==> config.mk <==
export PLATFORM = sky130hd
export DESIGN_NAME = weight_load_controller
export DESIGN_NICKNAME = d
export VERILOG_FILES = /design/src/wl_glb_pkg.sv /design/src/wl_layer_pkg.sv /design/src/weight_load_controller.sv /design/src/pe_enable_sequencer.sv /design/src/weight_byte_select.sv /design/src/weight_addr_gen.sv
export VERILOG_INCLUDE_DIRS = /design/src /design/src/src
export SDC_FILE = /design/constraint.sdc
export NUM_CORES = 1
export LEC_CHECK = 0
export BUFFER_PORTS_ARGS = -buffer_cell sky130_fd_sc_hd__buf_2
export CELL_PAD_IN_SITES_DETAIL_PLACEMENT = 2
export CELL_PAD_IN_SITES_GLOBAL_PLACEMENT = 2
export CORE_AREA = 5 5 442 444
export CTS_CLUSTER_SIZE = 30
export DETAILED_ROUTE_END_ITERATION = 10
export DIE_AREA = 0 0 447 449
export GPL_TIMING_DRIVEN = 0
export PLACE_DENSITY = 0.56
export SLEW_MARGIN = 25
export SYNTH_ARGS = -nofsm -noshare
export SYNTH_HDL_FRONTEND = slang
export SYNTH_SLANG_ARGS = --single-unit
==> constraint.sdc <==
create_clock -name clk -period 19 [get_ports clk]
set_input_delay 3.8 -clock clk [delete_from_list [all_inputs] [get_ports clk]]
set_output_delay 3.8 -clock clk [all_outputs]
set_load 0.03 [all_outputs]
==> src/wl_consts.svh <==
`ifndef WL_CONSTS_SVH
`define WL_CONSTS_SVH

// pe array geometry
`define WL_PE_ROWS      32
`define WL_PE_COLS      32

// depthwise layout, one kernel per diagonal block
`define WL_DW_CHANNELS  10
`define WL_DW_KERNEL    3

// weights per supported layer type
`define WL_PW_WEIGHTS   1024
`define WL_DW_WEIGHTS   (`WL_DW_CHANNELS * `WL_DW_KERNEL * `WL_DW_KERNEL)

// glb bus
`define WL_GLB_ADDR_W   32   // byte address
`define WL_GLB_DATA_W   32
`define WL_GLB_RD_LAT   1    // cycles from address to returned word

`define WL_WEIGHT_W     8
`define WL_CNT_W        11   // holds pointwise count plus latency

`endif
==> src/wl_glb_pkg.sv <==
`include "wl_consts.svh"

package wl_glb_pkg;

    typedef logic [`WL_GLB_ADDR_W-1:0] glb_addr_t;
    typedef logic [`WL_GLB_DATA_W-1:0] glb_word_t;

    // byte position inside a glb word, lane 0 is the low byte
    typedef enum logic [$clog2(`WL_GLB_DATA_W / `WL_WEIGHT_W)-1:0] {
        LANE0,
        LANE1,
        LANE2,
        LANE3
    } byte_lane_e;

endpackage

==> src/wl_layer_pkg.sv <==
`include "wl_consts.svh"

package wl_layer_pkg;

    // standard and linear load no weights here
    typedef enum logic [1:0] {
        POINTWISE = 2'd0,
        DEPTHWISE = 2'd1,
        STANDARD  = 2'd2,
        LINEAR    = 2'd3
    } layer_type_e;

    typedef logic [`WL_CNT_W-1:0] load_cnt_t;

    typedef struct packed {
        logic [$clog2(`WL_PE_ROWS)-1:0] row;
        logic [$clog2(`WL_PE_COLS)-1:0] col;
        logic                           valid;
    } pe_coord_t;

    typedef logic [`WL_PE_ROWS-1:0][`WL_PE_COLS-1:0] pe_en_matrix_t;   // [row][col]

    typedef struct packed {
        logic [`WL_WEIGHT_W-1:0] weight;
        pe_en_matrix_t           en_matrix;
    } pe_load_t;

endpackage

==> src/weight_load_controller.sv <==
`timescale 1ns/10ps
`include "wl_consts.svh"

module weight_load_controller (
    input  logic                      clk,
    input  logic                      rst_n,
    input  logic                      load_state_i,
    input  wl_layer_pkg::layer_type_e layer_type_i,
    input  wl_glb_pkg::glb_addr_t     base_addr_i,
    input  wl_glb_pkg::glb_word_t     glb_rdata_i,
    output wl_glb_pkg::glb_addr_t     glb_addr_o,
    output wl_layer_pkg::pe_load_t    pe_load_o,
    output logic                      load_done_o
);

    wl_layer_pkg::load_cnt_t     load_cnt;
    logic [`WL_WEIGHT_W-1:0]     weight;
    wl_layer_pkg::pe_en_matrix_t en_matrix;

    weight_addr_gen i_addr_gen (
        .clk          (clk),
        .rst_n        (rst_n),
        .load_state_i (load_state_i),
        .base_addr_i  (base_addr_i),
        .load_cnt_o   (load_cnt),
        .glb_addr_o   (glb_addr_o)
    );

    weight_byte_select i_byte_select (
        .clk         (clk),
        .rst_n       (rst_n),
        .addr_lsb_i  (wl_glb_pkg::byte_lane_e'(glb_addr_o[1:0])),
        .glb_rdata_i (glb_rdata_i),
        .weight_o    (weight)
    );

    pe_enable_sequencer i_en_seq (
        .clk          (clk),
        .rst_n        (rst_n),
        .load_state_i (load_state_i),
        .layer_type_i (layer_type_i),
        .load_cnt_i   (load_cnt),
        .en_matrix_o  (en_matrix),
        .load_done_o  (load_done_o)
    );

    assign pe_load_o = '{weight: weight, en_matrix: en_matrix};

endmodule

==> src/pe_enable_sequencer.sv <==
`timescale 1ns/10ps
`include "wl_consts.svh"

module pe_enable_sequencer (
    input  logic                        clk,
    input  logic                        rst_n,
    input  logic                        load_state_i,
    input  wl_layer_pkg::layer_type_e   layer_type_i,
    input  wl_layer_pkg::load_cnt_t     load_cnt_i,
    output wl_layer_pkg::pe_en_matrix_t en_matrix_o,
    output logic                        load_done_o
);

    // enable of weight n is visible at count n + LEAD
    localparam int unsigned LEAD     = `WL_GLB_RD_LAT + 1;
    localparam int unsigned DW_BLOCK = `WL_DW_KERNEL * `WL_DW_KERNEL;

    wl_layer_pkg::load_cnt_t  cnt_nxt;      // count while the registered state is shown
    wl_layer_pkg::load_cnt_t  num_weights;
    wl_layer_pkg::load_cnt_t  widx;         // weight index for cnt_nxt
    wl_layer_pkg::pe_coord_t  coord;
    logic [3:0]               dw_k;         // depthwise channel
    logic [3:0]               dw_p;         // position inside the 3x3 kernel
    logic                     in_window;
    logic                     done_hit;

    always_comb begin
        case (layer_type_i)
            wl_layer_pkg::POINTWISE: num_weights = `WL_CNT_W'(`WL_PW_WEIGHTS);
            wl_layer_pkg::DEPTHWISE: num_weights = `WL_CNT_W'(`WL_DW_WEIGHTS);
            default:                 num_weights = '0;   // nothing to load
        endcase
    end

    assign cnt_nxt   = load_cnt_i + 1'b1;
    assign widx      = wl_layer_pkg::load_cnt_t'(cnt_nxt - LEAD);
    assign in_window = (cnt_nxt >= LEAD) && (cnt_nxt < num_weights + LEAD);
    assign done_hit  = (num_weights != '0) && (cnt_nxt == num_weights + LEAD);

    assign dw_k = 4'(widx / DW_BLOCK);
    assign dw_p = 4'(widx % DW_BLOCK);

    always_comb begin
        coord = '0;
        if (in_window) begin
            case (layer_type_i)
                wl_layer_pkg::POINTWISE: begin   // row-major fill
                    coord.row   = 5'(widx / `WL_PE_COLS);
                    coord.col   = 5'(widx % `WL_PE_COLS);
                    coord.valid = 1'b1;
                end
                wl_layer_pkg::DEPTHWISE: begin
                    // each column of diagonal block k filled bottom to top
                    coord.row   = 5'(`WL_DW_KERNEL * dw_k + (`WL_DW_KERNEL - 1)
                                     - dw_p % `WL_DW_KERNEL);
                    coord.col   = 5'(`WL_DW_KERNEL * dw_k + dw_p / `WL_DW_KERNEL);
                    coord.valid = 1'b1;
                end
                default: coord = '0;
            endcase
        end
    end

    // one-hot enable and done pulse both drop as soon as the level falls
    always_ff @(posedge clk or negedge rst_n) begin
        if (!rst_n) begin
            en_matrix_o <= '0;
            load_done_o <= 1'b0;
        end else if (!load_state_i) begin
            en_matrix_o <= '0;
            load_done_o <= 1'b0;
        end else begin
            en_matrix_o <= '0;   // previous slot has passed
            if (coord.valid) begin
                en_matrix_o[coord.row][coord.col] <= 1'b1;
            end
            load_done_o <= done_hit;
        end
    end

    a_en_onehot : assert property (
        @(posedge clk) disable iff (!rst_n)
        $onehot0(en_matrix_o)
    );

endmodule

==> src/weight_byte_select.sv <==
`timescale 1ns/10ps
`include "wl_consts.svh"

module weight_byte_select (
    input  logic                     clk,
    input  logic                     rst_n,
    input  wl_glb_pkg::byte_lane_e   addr_lsb_i,
    input  wl_glb_pkg::glb_word_t    glb_rdata_i,
    output logic [`WL_WEIGHT_W-1:0]  weight_o
);

    wl_glb_pkg::byte_lane_e lane_q;   // lane of the word now on the read bus

    // lane follows the address by the glb read latency
    always_ff @(posedge clk or negedge rst_n) begin
        if (!rst_n) begin
            lane_q <= wl_glb_pkg::LANE0;
        end else begin
            lane_q <= addr_lsb_i;
        end
    end

    always_comb begin
        case (lane_q)
            wl_glb_pkg::LANE0: weight_o = glb_rdata_i[0*`WL_WEIGHT_W +: `WL_WEIGHT_W];
            wl_glb_pkg::LANE1: weight_o = glb_rdata_i[1*`WL_WEIGHT_W +: `WL_WEIGHT_W];
            wl_glb_pkg::LANE2: weight_o = glb_rdata_i[2*`WL_WEIGHT_W +: `WL_WEIGHT_W];
            wl_glb_pkg::LANE3: weight_o = glb_rdata_i[3*`WL_WEIGHT_W +: `WL_WEIGHT_W];
            default:           weight_o = '0;
        endcase
    end

endmodule

==> src/weight_addr_gen.sv <==
`timescale 1ns/10ps

module weight_addr_gen (
    input  logic                    clk,
    input  logic                    rst_n,
    input  logic                    load_state_i,
    input  wl_glb_pkg::glb_addr_t   base_addr_i,
    output wl_layer_pkg::load_cnt_t load_cnt_o,
    output wl_glb_pkg::glb_addr_t   glb_addr_o
);

    // edges seen since the load level went high
    always_ff @(posedge clk or negedge rst_n) begin
        if (!rst_n) begin
            load_cnt_o <= '0;
        end else if (load_state_i) begin
            load_cnt_o <= load_cnt_o + 1'b1;
        end else begin
            load_cnt_o <= '0;
        end
    end

    // byte address, base appears with count 1
    always_ff @(posedge clk or negedge rst_n) begin
        if (!rst_n) begin
            glb_addr_o <= '0;
        end else if (!load_state_i) begin
            glb_addr_o <= '0;
        end else if (load_cnt_o == '0) begin
            glb_addr_o <= base_addr_i;         // first cycle of a load
        end else begin
            glb_addr_o <= glb_addr_o + 1'b1;   // one byte per cycle
        end
    end

    // addresses stay contiguous for the whole load
    a_addr_step : assert property (
        @(posedge clk) disable iff (!rst_n)
        (load_state_i && load_cnt_o >= 2)
            |-> (glb_addr_o == $past(glb_addr_o) + 32'd1)
    );

endmodule

Yosys cells after proc, flatten, opt, wreduce, memory -nomap -nowiden. Cells that the tools add are included.

Input bits: 69. Register bits after elaboration: 1070. Word-level logic and storage cells: 81.

Divide/modulo/power cells: 4. Equality and inequality tests: 5. Muxes and demuxes: 14. Multipliers: 1. Reductions and logical operators: 8. Add/subtract/negate cells: 7. Magnitude comparators: 6.

Operator list (count): 2-to-1 mux 1024 bit (2); demux 32 bit (select 5 bit) (1); 2-to-1 mux 32 bit (3); one-hot mux 11 bit (2 select lines) (2); adder 32 x 1 -> 32 bit, second input constant (1); divider 11 x 4 -> 32 bit, second input constant (1); divider 4 x 2 -> 32 bit, second input constant (1); == test 11 x 32 -> 1 bit (1); less-than comparator 11 x 32 -> 1 bit (1); modulo 11 x 4 -> 32 bit, second input constant (1); modulo 4 x 2 -> 32 bit, second input constant (1); one-hot mux 8 bit (4 select lines) (1); 2-to-1 mux 11 bit (2); adder 11 x 2 -> 12 bit, second input constant (1); less-than comparator 5 x 6 -> 1 bit, second input constant (2); adder 11 x 1 -> 11 bit, second input constant (1); >= comparator 11 x 2 -> 1 bit, second input constant (1); logical NOT 11 bit (1); nonzero test 11 bit (1); subtractor 11 x 2 -> 11 bit, second input constant (1); >= comparator 5 x 1 -> 1 bit, second input constant (2); adder 5 x 2 -> 5 bit, second input constant (1); adder 5 bit (1); demux 1 bit (select 5 bit) (1); other kinds (7) (14).

Logic depth before layout (Yosys ltp).
Depth after elaboration: 16. Depth in mapped cells: 76. Mapped depth without buffers: 68.

Modules after synthesis. Synthesis repeated with hierarchy kept, for this count alone.

Cell total of the unflattened synthesis: 3563. Area total of the unflattened synthesis: 43893.3 µm².

Modules (own cells, without submodules): pe_enable_sequencer (cells each 3273, area an instance 41162.0 µm², instances 1); weight_addr_gen (cells each 278, area an instance 2484.9 µm², instances 1); weight_byte_select (cells each 12, area an instance 246.5 µm², instances 1).

Least setup slack after synthesis. No wires, ideal clock.

Path kind: flip-flop to flip-flop. From: reg i_addr_gen.load_cnt_o[0]. To: reg i_en_seq.en_matrix_o[130] (netlist bit). Arrival: 16396 ps. Clock period less this slack: 16470 ps. Buffers on the path: 7. Slack: 2530 ps. Data required time: 18926 ps. Cell stages (with the launch flop): 69. Cell sequence: dfrtp_1 -> buf_2 -> clkbuf_1 -> inv_1 -> ha_1 -> or4_1 -> o31ai_4 -> or3b_1 -> or4_1 -> clkbuf_1 -> nand2_2 -> inv_2 -> ha_1 -> nor2b_1 -> o221ai_1 -> o311ai_1 -> a2111oi_0 -> a211o_1 -> [... 33 more ...] -> a31oi_1 -> o211ai_2 -> inv_2 -> xnor2_1 -> ha_1 -> or4b_2 -> clkbuf_1 -> mux2_2 -> ha_1 -> inv_1 -> ha_1 -> fa_1 -> xnor2_1 -> o22ai_1 -> nor3_1 -> nand3_1 -> clkbuf_1 -> nor2_1.

Longest elaborated chain between the ends: 15. Elaborated cells between the ends (all ways): 27. Those cells by class: add/sub: 5; mul: 1; div: 4; order compare: 6; mux: 8; reduce/logical: 3.

Ends and longest elaborated chain: start, declared (line weight_addr_gen.sv:8) `output wl_layer_pkg::load_cnt_t load_cnt_o,`; start signal, assigned (line weight_addr_gen.sv:17) `load_cnt_o <= load_cnt_o + 1'b1;`; adder 11 x 1 -> 11 bit (*) (line pe_enable_sequencer.sv:35) `assign cnt_nxt = load_cnt_i + 1'b1;`; subtractor 11 x 2 -> 11 bit (line pe_enable_sequencer.sv:36) `assign widx = wl_layer_pkg::load_cnt_t'(cnt_nxt - LEAD);`; modulo 11 x 4 -> 32 bit or divider 11 x 4 -> 32 bit (tied branches) (line pe_enable_sequencer.sv:41, pe_enable_sequencer.sv:40); divider 4 x 2 -> 32 bit (no line) or multiplier 2 x 4 -> 5 bit (tied branches); adder 5 bit (no line); one-hot mux 11 bit (2 select lines) (line pe_enable_sequencer.sv:46) `case (layer_type_i)`; 2-to-1 mux 11 bit (*) (line pe_enable_sequencer.sv:45) `if (in_window) begin`; less-than comparator 5 x 6 -> 1 bit (implied by the code) or >= comparator 5 x 1 -> 1 bit (tied branches) (line pe_enable_sequencer.sv:75) `en_matrix_o[coord.row][coord.col] <= 1'b1;`; logical AND 1 bit (implied by the code) (line pe_enable_sequencer.sv:75); 2-to-1 mux 1 bit (implied by the code) (line pe_enable_sequencer.sv:75); demux 1 bit (select 5 bit); 2-to-1 mux 32 bit (implied by the code) (line pe_enable_sequencer.sv:75); demux 32 bit (select 5 bit); 2-to-1 mux 1024 bit (*) (line pe_enable_sequencer.sv:74) `if (coord.valid) begin`; 2-to-1 mux 1024 bit (*) (line pe_enable_sequencer.sv:69) `end else if (!load_state_i) begin`; end signal, assigned (line pe_enable_sequencer.sv:70) `en_matrix_o <= '0;`; end signal, assigned (line pe_enable_sequencer.sv:73) `en_matrix_o <= '0;`; end signal, assigned by index (line pe_enable_sequencer.sv:75); end, declared (line pe_enable_sequencer.sv:10) `output wl_layer_pkg::pe_en_matrix_t en_matrix_o,`.

Mark *: on every way between the ends. The rest lies on a longest branch, timed or not.

Worst setup path in the final report.
From: reg i_addr_gen.load_cnt_o[0]. To: reg i_en_seq.en_matrix_o[7] (netlist bit).

The elaborated chain is that of the path after synthesis.

==> flow_metrics.py <==
metrics = {
    "worst_setup_path": {
        "critPathSlowestCell": "nor3_1",
        "crit_required_ps": 19610,
        "crit_path_start_kind": "flop",
        "worstSetupPathType": "reg2reg",
        "cp_data_arrival_time_ps": 18700,
        "worstPathMaxFanout": 12,
        "crit_buf_inv": 17,
        "critical_path.endpoint": "i_en_seq.en_matrix_o[7]",
        "path_common_cell": "ha_1",
        "worstReg2RegStart": "i_addr_gen.load_cnt_o[0]",
        "rr_endpoint": "i_en_seq.en_matrix_o[7]",
        "timing.critical_path.from": "i_addr_gen.load_cnt_o[0]",
        "end_kind": "flop",
        "r2r_slack_ps": 910,
        "critPathMaxStageDelay_ps": 680,
        "crit_cells": 73,
        "worstRegToRegCells": 73,
        "crit_family": "simple AND/OR/NAND/NOR gates",
    },
    "sta": {
        "tightest_slew_ps": 1130,
        "slew_violations": 0,
        "fin_skew_ps": 88.9,
        "hold_viol": 0,
        "setup_viol": 0,
        "fmax_mhz": 55.3,
        "finalCriticalPeriod_ps": 18090,
        "finalCritPeriodShare_pct": 95.2,
        "slew_headroom_pct": 24.9,
    },
    "power_and_ir_drop": {
        "total_power_uw": 12400,
        "power_density_mw_per_mm2": 233,
        "pwr-share-seq_pct": 18.6,
        "cellLeakagePower_uw": 0.0271,
        "ir_drop_mv": 0.289,
        "combPwrFrac_pct": 61.6,
        "switching_power_uw": 6680,
        "clockPowerShare_pct": 19.8,
        "p_sw_share_pct": 53.7,
        "p_int_uw": 5750,
    },
    "finish": {
        "stdcell_count": 7313,
        "num-nets-final": 4785,
        "area_growth_pct": 36.7,
        "drive_gt1_share_pct": 34.3,
        "post-route-util_pct": 27.9,
    },
    "synthesis": {
        "yosys-top-cells-area": "dfrtp_1 69%, nor2_1 7.0%, nor3_1 5.5%",
        "synth_fp_nets": 3487,
        "async_reset_ff_share_pct": 100,
        "seq_area_frac_synth_pct": 68.7,
        "syn_avg_cell_area_um2": 11.5,
        "syn_inst": 3378,
        "synth_cell_types": 101,
        "syn_area_mm2": 0.0390,
        "synth_seq_cells": 1070,
        "synth_edf_count": 0,
        "synth_top_area_share_pct": 68.7,
        "synth_warnings": 0,
        "ys_dominant_reg_cell": "dfrtp_1",
        "synth_largest_area_cell": "dfrtp_1",
    },
    "drt": {
        "avgRoutedWirePerCell_um": 29.3,
        "drt_iter0_drc": 1601,
        "wl_um": 214000,
        "via_per_inst": 4.44,
        "ant_nets": 0,
        "drt_pass1_iterations": 5,
        "num_vias": 32500,
        "drc": 0,
    },
    "placed_design": {
        "dp_cells": 7047,
        "place.gp.congestion": 0.809,
        "numPortBuffers": 1131,
        "hpwl_um": 165000,
    },
    "floorplanning": {
        "initial_utilization_pct": 20.4,
        "die_area_mm2": 0.201,
        "core_area_mm2": 0.191,
        "rows": 161,
        "num_io_pins": 1134,
        "die_h_um": 449,
        "die_w_um": 447,
    },
    "global_route": {
        "antenna_found_initial": 21,
        "track_usage_pct": 20.8,
        "grt_pass1_wl_um": 294000,
        "overflow": 0,
        "grt_pass1_vias": 35100,
        "grt_max_degree": 124,
    },
    "clocking": {
        "cts-root-buf": "clkbuf_16",
        "cts.sinks": 1070,
        "htree_levels": 3,
        "cts_tree": "built",
        "numCtsBuffers": 120,
        "clock_path_buffers": 3,
        "cts.reportedPaths.clkPinSlew_ps": 70,
        "insertion_delay_ps": 790,
    },
    "min_path": {
        "hold_class": "reg2reg",
    },
    "outcome": {
        "status": "complete, no violations",
    },
    "flow_run": {
        "maxCapViolations": 0,
    },
}
## power groups by stage
stage	combinational, uW	clock, uW	sequential (uW)
after global routing	8280	2630	2310
after floorplan	4190	0	2380
after global placement	7010	0	2350
after detailed placement	7150	0	2350
after CTS	7510	2540	2310
final	7660	2470	2310
## layer usage
metal	vias up	GRT usage (%)	part of all wire, %
met1	17300	25.0	41
met3	275	4.67	5.8
met4	10	7.73	3.9
li1	13900	-	-
met5	-	0	0.031
met2	978	36.2	50
## how the worst min path moves through the flow
| stage | slack, ps | cells past startpoint | from | endpoint |
|---|---|---|---|---|
| CTS | 470 | 0 | i_addr_gen.glb_addr_o[1] | i_byte_select.lane_q[1] |
| floorplan | 590 | 0 | i_addr_gen.glb_addr_o[1] | i_byte_select.lane_q[1] |
| finish | 460 | 0 | i_addr_gen.glb_addr_o[1] | i_byte_select.lane_q[1] |
| global route | 490 | 0 | i_addr_gen.glb_addr_o[1] | i_byte_select.lane_q[1] |
| detailed placement | 460 | 0 | i_addr_gen.glb_addr_o[1] | i_byte_select.lane_q[1] |
| global placement | 480 | 0 | i_addr_gen.glb_addr_o[1] | i_byte_select.lane_q[1] |
## flip-flops by register name, summed over array words and instances, names as in the netlist
name,cells
i_byte_select.lane_q,2
i_en_seq.load_done_o,1
i_addr_gen.glb_addr_o,32
i_en_seq.en_matrix_o,1024
i_addr_gen.load_cnt_o,11
## what timing repair did
action,4_1_cts,5_1_grt
pin swaps,10,13
resized for setup,84,88
hold buffers,0,0
buffers inserted,17,17
setup endpoints to repair,1024,1024
## synthesized netlist by cell type, types with 5 or more instances
cell type and count:
and2_1 15, nor4_1 15, a211oi_1 13, o21ai_0 46, a21boi_0 7, a31oi_1 19
nand2b_1 13, a211o_1 11, and3_1 14, xor2_1 30, o211a_1 36, o31a_1 5
mux4_2 9, nand4_1 19, o32a_1 5, mux2i_1 12, o22ai_1 8, mux2_2 5
a311oi_1 7, dfrtp_1 1070, or4_1 8, a21oi_1 55, xnor2_1 48, nor2b_1 19
inv_1 36, nand2_1 146, buf_2 86, nand3_1 36, o21a_1 8, or3_1 17
clkbuf_1 204, o211ai_1 7, or2_2 7, nor2_1 727, nor3_1 428, ha_1 37
a21o_1 9, nand3_2 11, o31ai_1 6, o41ai_1 5
## cells by family (layout without fill, tap and decap cells)
| kind of cell | Yosys count | count (layout) | synth area share, % |
|---|---|---|---|
| DFF | 1070 | 1070 | 68.7 |
| AOI/OAI and AO/OA | 325 | 325 | 6.32 |
| adders and majority gates | 42 | 42 | 1.39 |
| other | 0 | 13 | 0 |
| muxes | 26 | 26 | 0.972 |
| xor gates and xnor gates | 80 | 80 | 1.87 |
| buffers and inverters | 334 | 1730 | 3.51 |
| and+or+nand+nor | 1501 | 1501 | 17.3 |
## metrics by stage
stage | instance area [um2] | setup slack, ps | hold slack, ps | TNS [ps]
CTS | 52900 | 58.4 | 474 | 0
global route | 53300 | -71.3 | 491 | -1490
floorplan | 39000 | 2530 | 593 | 0
global placement | 47800 | -10560 | 478 | -
finish | 53300 | 912 | 461 | 0
detailed placement | 48200 | -3830 | 458 | -3114230
## cell usage in the layout (no fill, tap or decap), types with 18 or more instances in the layout
cell type | Yosys | layout
buf_2 | 86 | 1200
dfrtp_1 | 1070 | 1070
nor2_1 | 727 | 723
nor3_1 | 428 | 413
clkbuf_1 | 204 | 179
nand2_1 | 146 | 143
clkbuf_16 | 0 | 120
a21oi_1 | 55 | 51
xnor2_1 | 48 | 45
o21ai_0 | 46 | 43
buf_4 | 0 | 43
clkbuf_2 | 0 | 36
o211a_1 | 36 | 36
ha_1 | 37 | 36
inv_1 | 36 | 34
clkbuf_8 | 0 | 34
nand3_1 | 36 | 32
xor2_1 | 30 | 27
clkinv_2 | 0 | 21
nand4_1 | 19 | 19
a31oi_1 | 19 | 18
## area by class of cell
| class | count | area [um2] |
|---|---|---|
| Inverter | 40 | 160 |
| Clock inverter | 50 | 701 |
| Tap cell | 2526 | 3160 |
| Clock buffer | 170 | 3520 |
| Sequential cell | 1070 | 26800 |
| Buffer | 293 | 1330 |
| Antenna cell | 13 | 32.5 |
| Multi-Input combinational cell | 1974 | 11400 |
| Fill cell | 21000 | 138000 |
| Timing Repair Buffer | 1177 | 6240 |
Note: power is estimated with default switching activity, not from simulation.
